[src/rtl/ldpc_dec_const_pkg.sv]
// fixed widths of the check-node sort path
// message, magnitude and column index sizes
package ldpc_dec_const_pkg;

  // ----------------------------------------------------------
  // message widths
  // ----------------------------------------------------------

  // signed variable-node message, two's complement
  localparam int node_w = 8;

  // magnitude keeps the full width so -128 maps to 128
  // and a masked message maps to all ones

  // ----------------------------------------------------------
  // check geometry
  // ----------------------------------------------------------

  // column index inside one check
  localparam int col_w = 5;  // up to 32 messages per check

  // note that the column counter wraps silently past 31
  // so longer checks are not supported

endpackage

[src/rtl/ldpc_dec_types_pkg.sv]
// shared types of the check-node sort path
// message words, strobes, decoded message and sort result structs
package ldpc_dec_types_pkg;

  // ----------------------------------------------------------
  // scalar words
  // ----------------------------------------------------------

  typedef logic signed [ldpc_dec_const_pkg::node_w-1:0] node_t;   // signed message
  typedef logic        [ldpc_dec_const_pkg::node_w-1:0] vnode_t;  // magnitude
  typedef logic        [ldpc_dec_const_pkg::col_w-1:0]  col_t;    // column index

  // ----------------------------------------------------------
  // structs
  // ----------------------------------------------------------

  // framing of one check
  typedef struct packed {
    logic sop;  // first message
    logic eop;  // last message
  } strb_t;

  // decode stage output, one per message
  typedef struct packed {
    logic   sop;
    logic   sign;  // 0 for masked
    vnode_t abs;
    col_t   col;   // column inside the check
  } vn_dec_t;

  // running / final state of the two-minimum sort
  typedef struct packed {
    logic   prod_sign;  // xor of all signs
    vnode_t min1;
    vnode_t min2;
    col_t   min1_col;
  } vn_min_t;

endpackage

[src/rtl/ldpc_dec_vnode_decode.sv]
// decode stage of the check-node sort
// sign/magnitude split, masking, column counter, end-of-check flag
`timescale 1ns/1ps

module ldpc_dec_vnode_decode (
  input  logic                        iclk,
  input  logic                        ireset,
  input  logic                        clkena,
  input  logic                        val,
  input  ldpc_dec_types_pkg::strb_t   strb,
  input  logic                        vmask,
  input  ldpc_dec_types_pkg::node_t   vnode,
  output logic                        dec_val,
  output ldpc_dec_types_pkg::vn_dec_t dec,
  output logic                        dec_done
);

  localparam int nw = ldpc_dec_const_pkg::node_w;

  logic                       neg;  // sign bit of the message
  ldpc_dec_types_pkg::vnode_t mag;  // two's complement magnitude

  // ----------------------------------------------------------
  // sign / magnitude
  // ----------------------------------------------------------

  assign neg = vnode[nw-1];
  // invert and add one when negative so -128 gives 128
  assign mag = (ldpc_dec_types_pkg::vnode_t'(vnode) ^ {nw{neg}}) + {{(nw-1){1'b0}}, neg};

  // ----------------------------------------------------------
  // control flags
  // ----------------------------------------------------------

  always_ff @(posedge iclk or posedge ireset) begin
    if (ireset) begin
      dec_val  <= 1'b0;
      dec_done <= 1'b0;
    end else if (clkena) begin
      dec_val  <= val;
      dec_done <= val & strb.eop;  // last message of the check seen
    end
  end

  // message payload
  always_ff @(posedge iclk) begin
    if (clkena) begin
      dec.sop <= strb.sop;
      if (vmask) begin  // punctured bit
        dec.sign <= 1'b0;
        dec.abs  <= '1;  // largest magnitude, never a minimum
      end else begin
        dec.sign <= neg;
        dec.abs  <= mag;
      end
      // column counter restarts on each check
      if (val) begin
        dec.col <= strb.sop ? '0 : dec.col + 1'b1;
      end
    end
  end

endmodule

[src/rtl/ldpc_dec_min_sort.sv]
// execute stage of the check-node sort
// serial two-minimum sort with sign product and done flag
`timescale 1ns/1ps

module ldpc_dec_min_sort (
  input  logic                        iclk,
  input  logic                        ireset,
  input  logic                        clkena,
  input  logic                        dec_val,
  input  ldpc_dec_types_pkg::vn_dec_t dec,
  input  logic                        dec_done,
  output logic                        sort_done,
  output ldpc_dec_types_pkg::vn_min_t sort,
  output ldpc_dec_types_pkg::col_t    sort_num_m1
);

  logic lt_min1;  // new magnitude beats min1
  logic lt_min2;  // new magnitude beats min2

  // ----------------------------------------------------------
  // compare against the running minima
  // ----------------------------------------------------------

  // strict compares keep the earlier column on a tie
  assign lt_min1 = (dec.abs < sort.min1);
  assign lt_min2 = (dec.abs < sort.min2);

  // ----------------------------------------------------------
  // done flag
  // ----------------------------------------------------------

  // one edge behind dec_done to line up with the final sort state
  always_ff @(posedge iclk or posedge ireset) begin
    if (ireset) begin
      sort_done <= 1'b0;
    end else if (clkena) begin
      sort_done <= dec_done;
    end
  end

  // ----------------------------------------------------------
  // serial sort
  // ----------------------------------------------------------

  always_ff @(posedge iclk) begin
    if (clkena && dec_val) begin
      sort_num_m1 <= dec.col;  // last column seen = count - 1
      if (dec.sop) begin
        // first message opens a new check
        sort.prod_sign <= dec.sign;
        sort.min1      <= dec.abs;
        sort.min2      <= '1;
        sort.min1_col  <= dec.col;
      end else begin
        sort.prod_sign <= sort.prod_sign ^ dec.sign;
        if (lt_min1) begin
          // old min1 drops to second place
          sort.min2     <= sort.min1;
          sort.min1     <= dec.abs;
          sort.min1_col <= dec.col;
        end else if (lt_min2) begin
          sort.min2 <= dec.abs;  // only second place changes
        end
      end
    end
  end

  // a following check may load on the same edge
  // that the result stage latches this one

endmodule

[src/rtl/ldpc_dec_sort_result.sv]
// result stage of the check-node sort
// min normalization by factor/8, fail flags, output registers
`timescale 1ns/1ps

module ldpc_dec_sort_result #(
  parameter int norm_factor = 7  // 1..7 -> factor/8, 0 -> no scaling
) (
  input  logic                        iclk,
  input  logic                        ireset,
  input  logic                        clkena,
  input  logic                        sort_done,
  input  ldpc_dec_types_pkg::vn_min_t sort,
  input  ldpc_dec_types_pkg::col_t    sort_num_m1,
  output logic                        sort_val,
  output ldpc_dec_types_pkg::vn_min_t sort_rslt,
  output ldpc_dec_types_pkg::col_t    sort_num_m1_out,
  output logic                        decfail,
  output logic                        minfail
);

  localparam int nw = ldpc_dec_const_pkg::node_w;

  // half of the three dropped bits for round half up
  localparam logic [nw+2:0] rnd_half = {{nw{1'b0}}, 3'b100};

  logic min1_leq1;  // unscaled min1 is 0 or 1

  // ----------------------------------------------------------
  // normalization
  // ----------------------------------------------------------

  // x * factor / 8 with shifts and adds in 3 extra bits of headroom
  function automatic ldpc_dec_types_pkg::vnode_t normalize(
    input ldpc_dec_types_pkg::vnode_t dat
  );
    logic [nw+2:0] d;
    logic [nw+2:0] acc;
    d = {3'b000, dat};
    case (norm_factor)
      1:       acc = d + rnd_half;                           // 0.125
      2:       acc = (d << 1) + rnd_half;                    // 0.25
      3:       acc = (d << 1) + d + rnd_half;                // 0.375
      4:       acc = (d << 2) + rnd_half;                    // 0.5
      5:       acc = (d << 2) + d + rnd_half;                // 0.625
      6:       acc = (d << 2) + (d << 1) + rnd_half;         // 0.75
      7:       acc = (d << 3) - d + rnd_half;                // 0.875
      default: acc = d << 3;                                 // pass through
    endcase
    return acc[nw+2:3];
  endfunction

  // ----------------------------------------------------------
  // fail flags
  // ----------------------------------------------------------

  assign min1_leq1 = (sort.min1[nw-1:1] == '0);  // checked before scaling

  // ----------------------------------------------------------
  // output registers
  // ----------------------------------------------------------

  always_ff @(posedge iclk or posedge ireset) begin
    if (ireset) begin
      sort_val <= 1'b0;
    end else if (clkena) begin
      sort_val <= sort_done;
    end
  end

  // held between results
  always_ff @(posedge iclk) begin
    if (clkena && sort_done) begin
      sort_rslt.prod_sign <= sort.prod_sign;
      sort_rslt.min1      <= normalize(sort.min1);
      sort_rslt.min2      <= normalize(sort.min2);
      sort_rslt.min1_col  <= sort.min1_col;
      sort_num_m1_out     <= sort_num_m1;
      decfail             <= sort.prod_sign;  // odd number of negative signs
      minfail             <= min1_leq1;
    end
  end

endmodule

[src/rtl/ldpc_dec_sort_engine.sv]
// top of the check-node sort engine
// decode, serial sort and result stages plus look-ahead taps
`timescale 1ns/1ps

module ldpc_dec_sort_engine #(
  parameter int norm_factor = 7  // eighths or 0 for no scaling
) (
  input  logic                        iclk,
  input  logic                        ireset,
  input  logic                        clkena,  // freezes the whole pipe
  input  logic                        val,
  input  ldpc_dec_types_pkg::strb_t   strb,
  input  logic                        vmask,
  input  ldpc_dec_types_pkg::node_t   vnode,
  output logic                        sort_val,
  output ldpc_dec_types_pkg::vn_min_t sort_rslt,
  output ldpc_dec_types_pkg::col_t    sort_num_m1,
  output logic                        b1_pre_val,     // one edge before sort_val
  output ldpc_dec_types_pkg::col_t    b1_pre_num_m1,
  output logic                        b2_pre_val,     // two edges before sort_val
  output ldpc_dec_types_pkg::col_t    b2_pre_num_m1,
  output logic                        decfail,
  output logic                        minfail
);

  logic                        dec_val;
  ldpc_dec_types_pkg::vn_dec_t dec;
  logic                        dec_done;
  logic                        sort_done;
  ldpc_dec_types_pkg::vn_min_t sort_st;
  ldpc_dec_types_pkg::col_t    sort_col_m1;

  // ----------------------------------------------------------
  // stages
  // ----------------------------------------------------------

  ldpc_dec_vnode_decode u_decode (
    .iclk     (iclk),     .ireset (ireset),   .clkena (clkena),
    .val      (val),      .strb   (strb),     .vmask  (vmask),
    .vnode    (vnode),    .dec_val(dec_val),  .dec    (dec),
    .dec_done (dec_done)
  );

  ldpc_dec_min_sort u_sort (
    .iclk     (iclk),     .ireset   (ireset),    .clkena     (clkena),
    .dec_val  (dec_val),  .dec      (dec),       .dec_done   (dec_done),
    .sort_done(sort_done), .sort    (sort_st),   .sort_num_m1(sort_col_m1)
  );

  ldpc_dec_sort_result #(.norm_factor(norm_factor)) u_result (
    .iclk           (iclk),        .ireset   (ireset),    .clkena     (clkena),
    .sort_done      (sort_done),   .sort     (sort_st),   .sort_num_m1(sort_col_m1),
    .sort_val       (sort_val),    .sort_rslt(sort_rslt), .sort_num_m1_out(sort_num_m1),
    .decfail        (decfail),     .minfail  (minfail)
  );

  // look-ahead taps
  assign b2_pre_val    = dec_done;
  assign b2_pre_num_m1 = dec.col;      // col of the eop message
  assign b1_pre_val    = sort_done;
  assign b1_pre_num_m1 = sort_col_m1;

endmodule

[config.mk]
export PLATFORM = sky130hd
export DESIGN_NAME = ldpc_dec_sort_engine
export DESIGN_NICKNAME = d
export VERILOG_FILES = /design/src/rtl/ldpc_dec_const_pkg.sv /design/src/rtl/ldpc_dec_types_pkg.sv /design/src/rtl/ldpc_dec_vnode_decode.sv /design/src/rtl/ldpc_dec_min_sort.sv /design/src/rtl/ldpc_dec_sort_result.sv /design/src/rtl/ldpc_dec_sort_engine.sv
export SDC_FILE = /design/constraint.sdc
export NUM_CORES = 1
export LEC_CHECK = 0
export BUFFER_PORTS_ARGS = -buffer_cell sky130_fd_sc_hd__buf_2
export CORE_MARGIN = 3
export CORE_UTILIZATION = 57
export CTS_CLUSTER_DIAMETER = 30
export DETAILED_ROUTE_END_ITERATION = 6
export PLACE_DENSITY = 0.9
export SYNTH_ARGS = -nofsm -noshare
export SYNTH_HDL_FRONTEND = slang
export SYNTH_SLANG_ARGS = --single-unit
[constraint.sdc]
create_clock -name iclk -period 2.8 [get_ports iclk]
set_input_delay 0.14 -clock iclk [delete_from_list [all_inputs] [get_ports iclk]]
set_output_delay 0.14 -clock iclk [all_outputs]
set_load 0.05 [all_outputs]
==> key figures, run 1 <==
Setup path
  • Critical path's slowest cell: a2111oi_0
  • CP arrival: roughly 2600 ps
  • Ordered list of cells on the worst path: inv_1 -> ha_1 -> and3_4 -> a221o_2 -> a2111oi_0 -> o32ai_1
  • Crit path kind: flip-flop to flip-flop
  • Worst Path Required: 2870 ps
  • Critical Path Start Type: flip-flop
  • Critical Path Max Stage Delay: ~580 ps
  • Worst Path Max Fanout: 4
  • Crit. End Element: flip-flop

Synth
  • Async SR Flop Fraction: between 5 and 6%
  • Compound-Gate Fraction of Synth Area: between 10% and 20%
  • Post-synthesis sequential area ratio: 59.5%
  • Synth Instances: ~290
  • FF+latch count, synth: 74
  • Post-synthesis adder-cell area fraction: a little under a tenth
  • Syn avg cell area: between 10 and 15 um^2
  • Synth Area in Simple Gates: a little under a tenth
  • EDFF count, synth: 70
  • Largest family of logic cells by synthesized area: compound AO/OA/AOI/OAI gates
  • Syn_nets: 330
  • Mapped cell area: about 0.0037 mm^2
  • Post-Synth XOR/XNOR Area: under 10%
  • Synth Flop Type: edfxtp_1
  • Mux contribution to synthesized area: 3.01%
  • Synth warnings: 0
  • Yosys cell types: 46

Clocking
  • Root Driver: clkbuf_8
  • TritonCTS buffer count: 9
  • CTS clk-pin slew, worst paths: roughly 80 ps
  • Max H-tree Level: 3
  • Setup Buffers After CTS: 0
  • Clk_lat worst skew: roughly 350 ps
  • Worst-case clock buffer depth: 2
  • Cts repair resizes: 0
  • CTS tree: built
  • Clock sink total: 74

Layout
  • Layout area overhead: 15.0%
  • Commonest non-fill, non-tap cells in the layout: 70 x edfxtp_1, 56 x buf_2, 27 x ha_1
  • Antenna Cells: 0
  • Most common cell after layout, fill and taps aside: edfxtp_1
  • Layout cell share with drive strength beyond 1: 22.1%
  • Fill count: 417
  • Post-layout nets: slightly below 400

Drt
  • DRT Pass-1 Iters: 4
  • Antenna Nets Post-Route: 0
  • WL/cell: 17.1 um
  • Routed wire length: about 7300 um
  • Via Count: roughly 2,500
  • Via density: between 5 and 6
  • Initial DRC count: around 170
  • Post-route DRC: 0

GRT
  • Total track usage: 21.1%
  • GRT busiest layer: met2
  • Met3 Resource Use GR: around 6.0%
  • First-pass GRT wire length: approximately 12,000 um
  • Pin count of the biggest net entering global routing: 29
  • Vias in the first global route: 2,590
  • Initial antenna violation count: 0
  • Met2 Track Usage GR: between 30% and 40%
  • Overflow after GRT: 0
  • Met1 GRT Util: 23.3%

Power and ir drop
  • Max rail drop VDD: about 380 uV
  • Tot Pwr: about 2.7 mW
  • Leakage power: approximately 1.8 nW
  • PD cells: around 640 mW/mm^2

Worst hold path
  • Min-delay worst type: input pin to flip-flop

STA
  • Clock skew: ~11 ps
  • RSZ-0062 raised after global routing: no
  • Worst Tran Pin Value: 627 ps
  • Fin crit share: between 90% and 100%
  • Setup violators final: 0
  • Rel. slew slack: between 50 and 60%
  • Sum Neg Setup Slack: 0 ps
  • Final hold vios: 0
  • Peak Freq: roughly 0.4 GHz
  • Shortest period the worst path allows: between 2000 and 3000 ps
  • Final Max Tran Viols: 0

Floorplanning
  • CORE AREA: 0.00610 mm^2
  • Initial cell density of the core: between 60% and 70%
  • DIE WIDTH: ~87 um
  • Die area: 0.00749 mm^2
  • Ports: 57
  • DIE HEIGHT: slightly below 90 um
  • Num rows: 28

Placed design
  • GPL Wtd Cong: about 0.84
  • Post-DP HPWL: 5280 um
  • Port buffer count: 56

Status
  • Status: completed

Job
  • Total of max-cap violations: 0
cell families (layout without fill, tap and decap cells):
logic type | after synthesis | count (layout)
xor+xnor | 22 | 22
buf+inv | 28 | 93
compound gates | 58 | 58
simple gates | 68 | 68
mux | 11 | 11
flops | 74 | 74
fa+ha+maj | 27 | 27
path summary, 6_finish.rpt:
check                                     start                endpoint  slack [ps]  cells after the start
worst max-delay path            u_sort.sort[10]  u_result.sort_rslt[11]         240                      6
worst min-delay path                    strb[0]       u_decode.dec_done          40                      2
worst max register to register  u_sort.sort[10]  u_result.sort_rslt[11]         240                      6
worst min register to register   u_sort.sort[3]   u_result.sort_rslt[3]         420                      0
max in group asynchronous                ireset        u_decode.dec_val        2450                      3
min in group asynchronous                ireset       u_decode.dec_done         200                      3
Yosys cell counts, types with 6 or more instances:
| library cell | n | area [um^2] |
|---|---|---|
| a21o_1 | 7 | 52.6 |
| buf_4 | 6 | 45.0 |
| o21ai_0 | 13 | 65.1 |
| nand3_1 | 7 | 35.0 |
| mux2i_1 | 10 | 100 |
| a21oi_1 | 18 | 90.1 |
| nor2_1 | 24 | 90.1 |
| xnor2_1 | 10 | 87.6 |
| xor2_1 | 12 | 105 |
| edfxtp_1 | 70 | 2100 |
| inv_1 | 18 | 67.6 |
| ha_1 | 27 | 338 |
| nand2_1 | 6 | 22.5 |
report_power, final:
part | internal, mW | total, mW | switching (mW) | leakage [nW]
Clock | 0.505 | 0.899 | 0.394 | 0.107
Combinational | 0.164 | 0.476 | 0.312 | 0.967
Sequential | 1.31 | 1.36 | 0.0519 | 0.702
Total | 1.98 | 2.73 | 0.758 | 1.78
state kept, by name, summed over array words and instances (netlist names):
register	count
u_result.decfail	1
u_sort.sort_done	1
u_sort.sort_num_m1	5
u_decode.dec	15
u_result.minfail	1
u_sort.sort	22
u_result.sort_num_m1_out	5
u_decode.dec_val	1
u_decode.dec_done	1
u_result.sort_rslt	21
u_result.sort_val	1
area by class of cell:
cell class / instances / area, um^2 / share of cell area, %
Clock buffer: 10 / 128 / 3.00
Multi-Input combinational cell: 186 / 1370 / 32.2
Timing Repair Buffer: 59 / 305 / 7.17
Sequential cell: 74 / 2200 / 51.7
Tap cell: 75 / 93.8 / 2.21
Inverter: 18 / 67.6 / 1.59
Clock inverter: 6 / 90.1 / 2.12
worst max-delay path: cells and delay by family, from the launching register on:
family | cells | cell delay [ps]
and+or+nand+nor | 1 | 210
adders and majority gates | 1 | 300
DFF | 1 | 450
buffers and inverters | 1 | 160
AOI/OAI and AO/OA | 3 | 1180
through the flow:
| stage | instances | hold WS [ps] | util (%) | area (um^2) | setup slack (ps) |
|---|---|---|---|---|---|
| after floorplan | 288 | -93.9 | - | 3700 | 556 |
| after global placement | 411 | 18.0 | 66.1 | 4030 | 546 |
| after detailed placement | 411 | 28.9 | 66.1 | 4030 | 275 |
| after CTS | 428 | 31.1 | 69.8 | 4260 | 266 |
| after global routing | 428 | 27.6 | 69.8 | 4260 | 98.6 |
| final | 428 | 40.9 | 69.8 | 4260 | 237 |
per-layer routing:
layer | share of wire (%) | routed length (um)
met1 | 39 | 2890
met2 | 52 | 3800
met3 | 6.2 | 452
met4 | 2.7 | 201
met5 | 0 | 0
repair_timing:
item | CTS | global route
endpoints found under the hold margin | 4 | 0
hold buffers | 1 | 0
endpoints found under the setup margin | 0 | 0
No activity file was read; power rests on OpenSTA's default activity.
==> run 2, diff against run 1 <==
--- a/config.mk
+++ b/config.mk
@@ -7,10 +7,10 @@
 export LEC_CHECK = 0
 export BUFFER_PORTS_ARGS = -buffer_cell sky130_fd_sc_hd__buf_2
 export CORE_MARGIN = 3
-export CORE_UTILIZATION = 57
+export CORE_UTILIZATION = 50
 export CTS_CLUSTER_DIAMETER = 30
 export DETAILED_ROUTE_END_ITERATION = 6
-export PLACE_DENSITY = 0.9
+export PLACE_DENSITY = 0.82
 export SYNTH_ARGS = -nofsm -noshare
 export SYNTH_HDL_FRONTEND = slang
 export SYNTH_SLANG_ARGS = --single-unit
==> constraint.sdc (replaced) <==
create_clock -name iclk -period 3 [get_ports iclk]
set_input_delay 0.15 -clock iclk [delete_from_list [all_inputs] [get_ports iclk]]
set_output_delay 0.15 -clock iclk [all_outputs]
set_load 0.05 [all_outputs]
==> run 2 against run 1 <==
Net effect:
- first-iteration DRC count grew 6.3%
- combinational power shrank 8.6%
- setup slack gained 370 ps
- non-clock buffer count is the same
- via count shrank 2.7%
- hold slack lost 15 ps
- register-to-register slack gained 370 ps
- die area grew 13%
- global-route usage shrank 4.6 points
- largest power group unchanged
- highest routed layer unchanged
==> key figures, run 2 (synthesis results as in run 1) <==
STA
  • Hold slack: 26.2 ps (-14.6 ps)
  • Final hold vios: 0 (unchanged)
  • Shortest period the worst path allows: 2400 ps (-166 ps)
  • Sum Neg Setup Slack: 0 ps (unchanged)
  • Fin crit share: 79.9% (-12 points)
  • Clock skew: 7.45 ps (-3.94 ps)
  • Worst Tran Pin Value: 629 ps (+1.32 ps)
  • Post-route setup slack: 603 ps (+366 ps)
  • Rel. slew slack: 58.1% (-0.088 points)
  • RSZ-0062 raised after global routing: no
  • Final Max Tran Viols: 0 (unchanged)
  • Peak Freq: 0.417 GHz (+6.9%)
  • Setup violators final: 0 (unchanged)

Power and ir drop
  • Seq pwr share: 48.2% (-1.5 points)
  • Leakage power: 1.79 nW (+0.58%)
  • Clk network pwr share: 35.3% (+2.4 points)
  • Switching power: 0.697 mW (-8.0%)
  • Tot Pwr: 2.63 mW (-3.9%)
  • PD cells: 610 mW/mm^2 (-5.1%)
  • Max rail drop VDD: 238 uV (-38%)
  • Internal Pwr Total: 1.93 mW (-2.4%)
  • Combinational power share: 16.6% (-0.8 points)
  • Fraction of power spent switching nets: 26.6% (-1.2 points)

GRT
  • Overflow after GRT: 0 (unchanged)
  • Vias in the first global route: 2,348 (-9.3%)
  • First-pass GRT wire length: 10,800 um (-9.0%)
  • Pin count of the biggest net entering global routing: 30 (+3.4%)
  • Initial antenna violation count: 0 (unchanged)
  • Total track usage: 16.4% (-4.6 points)

Setup path
  • Critical Path Start Type: flip-flop
  • Critical Path Max Stage Delay: 460 ps (-120 ps)
  • CP arrival: 2400 ps (-240 ps)
  • R2R setup slack: 600 ps (+370 ps)
  • Crit path kind: flip-flop to flip-flop
  • Most common cell on crit path: o31a_1
  • Critical path's slowest cell: edfxtp_1
  • Ordered list of cells on the worst path: inv_1 -> ha_1 -> a41o_1 -> a21oi_1 -> o31a_1 -> buf_4 -> o31a_1
  • Worst setup path startpoint: u_sort.sort[19]
  • R2R Path Start: u_sort.sort[19]
  • Worst Path Required: 3000 ps (+130 ps)
  • Reg2reg path depth: 7 (+1)
  • Crit. End Element: flip-flop
  • Worst Path Max Fanout: 9 (+5)
  • R2r endpoint: u_sort.sort[5]

Worst hold path
  • Hold Path End: u_decode.dec_done
  • Hold Crit Depth: 2 (unchanged)
  • Min-delay worst type: input pin to flip-flop
  • Worst Hold Launch: strb[0]

Drt
  • Via Count: 2,424 (-2.7%)
  • Post-route DRC: 0 (unchanged)
  • Routed wire length: 6650 um (-9.4%)
  • DRT Pass-1 Iters: 6 (+2)
  • Initial DRC count: 185 (+6.3%)
  • Antenna Nets Post-Route: 0 (unchanged)
  • WL/cell: 14.8 um (-14%)
  • Via density: 5.40 (-7.2%)

Layout
  • Register area: 0.00220 mm^2 (unchanged)
  • Commonest non-fill, non-tap cells in the layout: 70 x edfxtp_1, 56 x buf_2, 27 x ha_1
  • Layout cell share with drive strength beyond 1: 22.1% (unchanged)
  • Most common cell after layout, fill and taps aside: edfxtp_1
  • Largest regs: u_sort.sort (22), u_result.sort_rslt (21), u_decode.dec (15)
  • Post-layout nets: 390 (unchanged)
  • Multi-input combinational cell area: 0.00137 mm^2 (unchanged)
  • Max reg flops: 22 (unchanged)
  • Antenna Cells: 0 (unchanged)
  • Top reg by flops: u_sort.sort
  • Layout area overhead: 16.4%
  • Finished layout cell area: 0.00431 mm^2 (+1.2%)
  • Fill count: 557 (+34%)

Clocking
  • CTS clk-pin slew, worst paths: 80 ps (about the same)
  • Max H-tree Level: 3 (unchanged)
  • Hold buffer count at CTS: 1 (unchanged)
  • CTS tree: built
  • Setup Buffers After CTS: 0 (unchanged)
  • Cts repair resizes: 0 (unchanged)
  • TritonCTS buffer count: 9 (unchanged)
  • Clock sink total: 74 (unchanged)
  • Clk_lat worst skew: 340 ps (about the same)
  • Worst-case clock buffer depth: 2 (unchanged)
  • Root Driver: clkbuf_8

Placed design
  • Cell Area, Placed: 0.00405 mm^2 (+0.65%)
  • GPL Wtd Cong: 0.902 (+7.8%)
  • Post-DP HPWL: 4830 um (-8.5%)
  • Pre-CTS setup slack: 633 ps (+358 ps)
  • Port buffer count: 56 (unchanged)

Floorplanning
  • Ports: 57 (unchanged)
  • Initial cell density of the core: 53.0% (-7.7 points)
  • Num rows: 30 (+7.1%)
  • DIE HEIGHT: 92.0 um (+6.3%)
  • DIE WIDTH: 92.0 um (+6.3%)
  • CORE AREA: 0.00698 mm^2 (+15%)
  • Die area: 0.00847 mm^2 (+13%)

Status
  • Status: completed

Job
  • Total of max-cap violations: 0 (unchanged)
## run 2: cell types whose count changed in the layout (fill, tap and decap cells not counted), sizes merged
cell,change
bufinv,+1
clkinv,-1
## run 2: cell type report
type,count,area share (%)
Clock buffer,10,2.96
Clock inverter,6,2.67
Inverter,18,1.57
Multi-Input combinational cell,186,31.8
Sequential cell,74,51.1
Tap cell,96,2.79
Timing Repair Buffer,59,7.09
## run 2: through the flow
| stage | std cells | utilization, % |
|---|---|---|
| 2_1_floorplan | 288 | - |
| 3_5_place_dp | 432 | 58.1 |
| 4_1_cts | 449 | 61.7 |
| 5_1_grt | 449 | 61.7 |
| 3_3_place_gp | 432 | 58.1 |
| 6_report | 449 | 61.7 |
## run 2: how the worst max path moves through the flow
| stage | cells past startpoint | slack [ps] | endpoint |
|---|---|---|---|
| floorplan | 7 | 760 | u_sort.sort[0] |
| global placement | 6 | 730 | u_result.sort_rslt[11] |
| detailed placement | 7 | 630 | u_sort.sort[7] |
| CTS | 7 | 620 | u_sort.sort[5] |
| global route | 7 | 450 | u_sort.sort[5] |
| finish | 7 | 600 | u_sort.sort[5] |
## run 2: power groups by stage
stage | clock (mW) | combinational (mW) | sequential, mW
6_report | 0.926 | 0.435 | 1.26
5_1_grt | 0.991 | 0.475 | 1.27
4_1_cts | 0.939 | 0.435 | 1.26
3_5_place_dp | 0 | 0.431 | 1.29
3_3_place_gp | 0 | 0.418 | 1.28
2_1_floorplan | 0 | 0.250 | 1.36
## run 2: critical path, delay by kind of cell, from the launching register on
family          cells  cell delay (ps)
compound gates      4              950
fa+ha+maj           1              290
buf+inv             2              360
flops               1              460
## run 2: layer usage
| metal | wire length [um] | GRT usage (%) | up-vias |
|---|---|---|---|
| met5 | 0 | 0 | - |
| met4 | 121 | 6.06 | 0 |
| met3 | 290 | 4.59 | 12 |
| met2 | 3410 | 28.8 | 61 |
| met1 | 2820 | 19.2 | 1157 |
| li1 | - | - | 1194 |
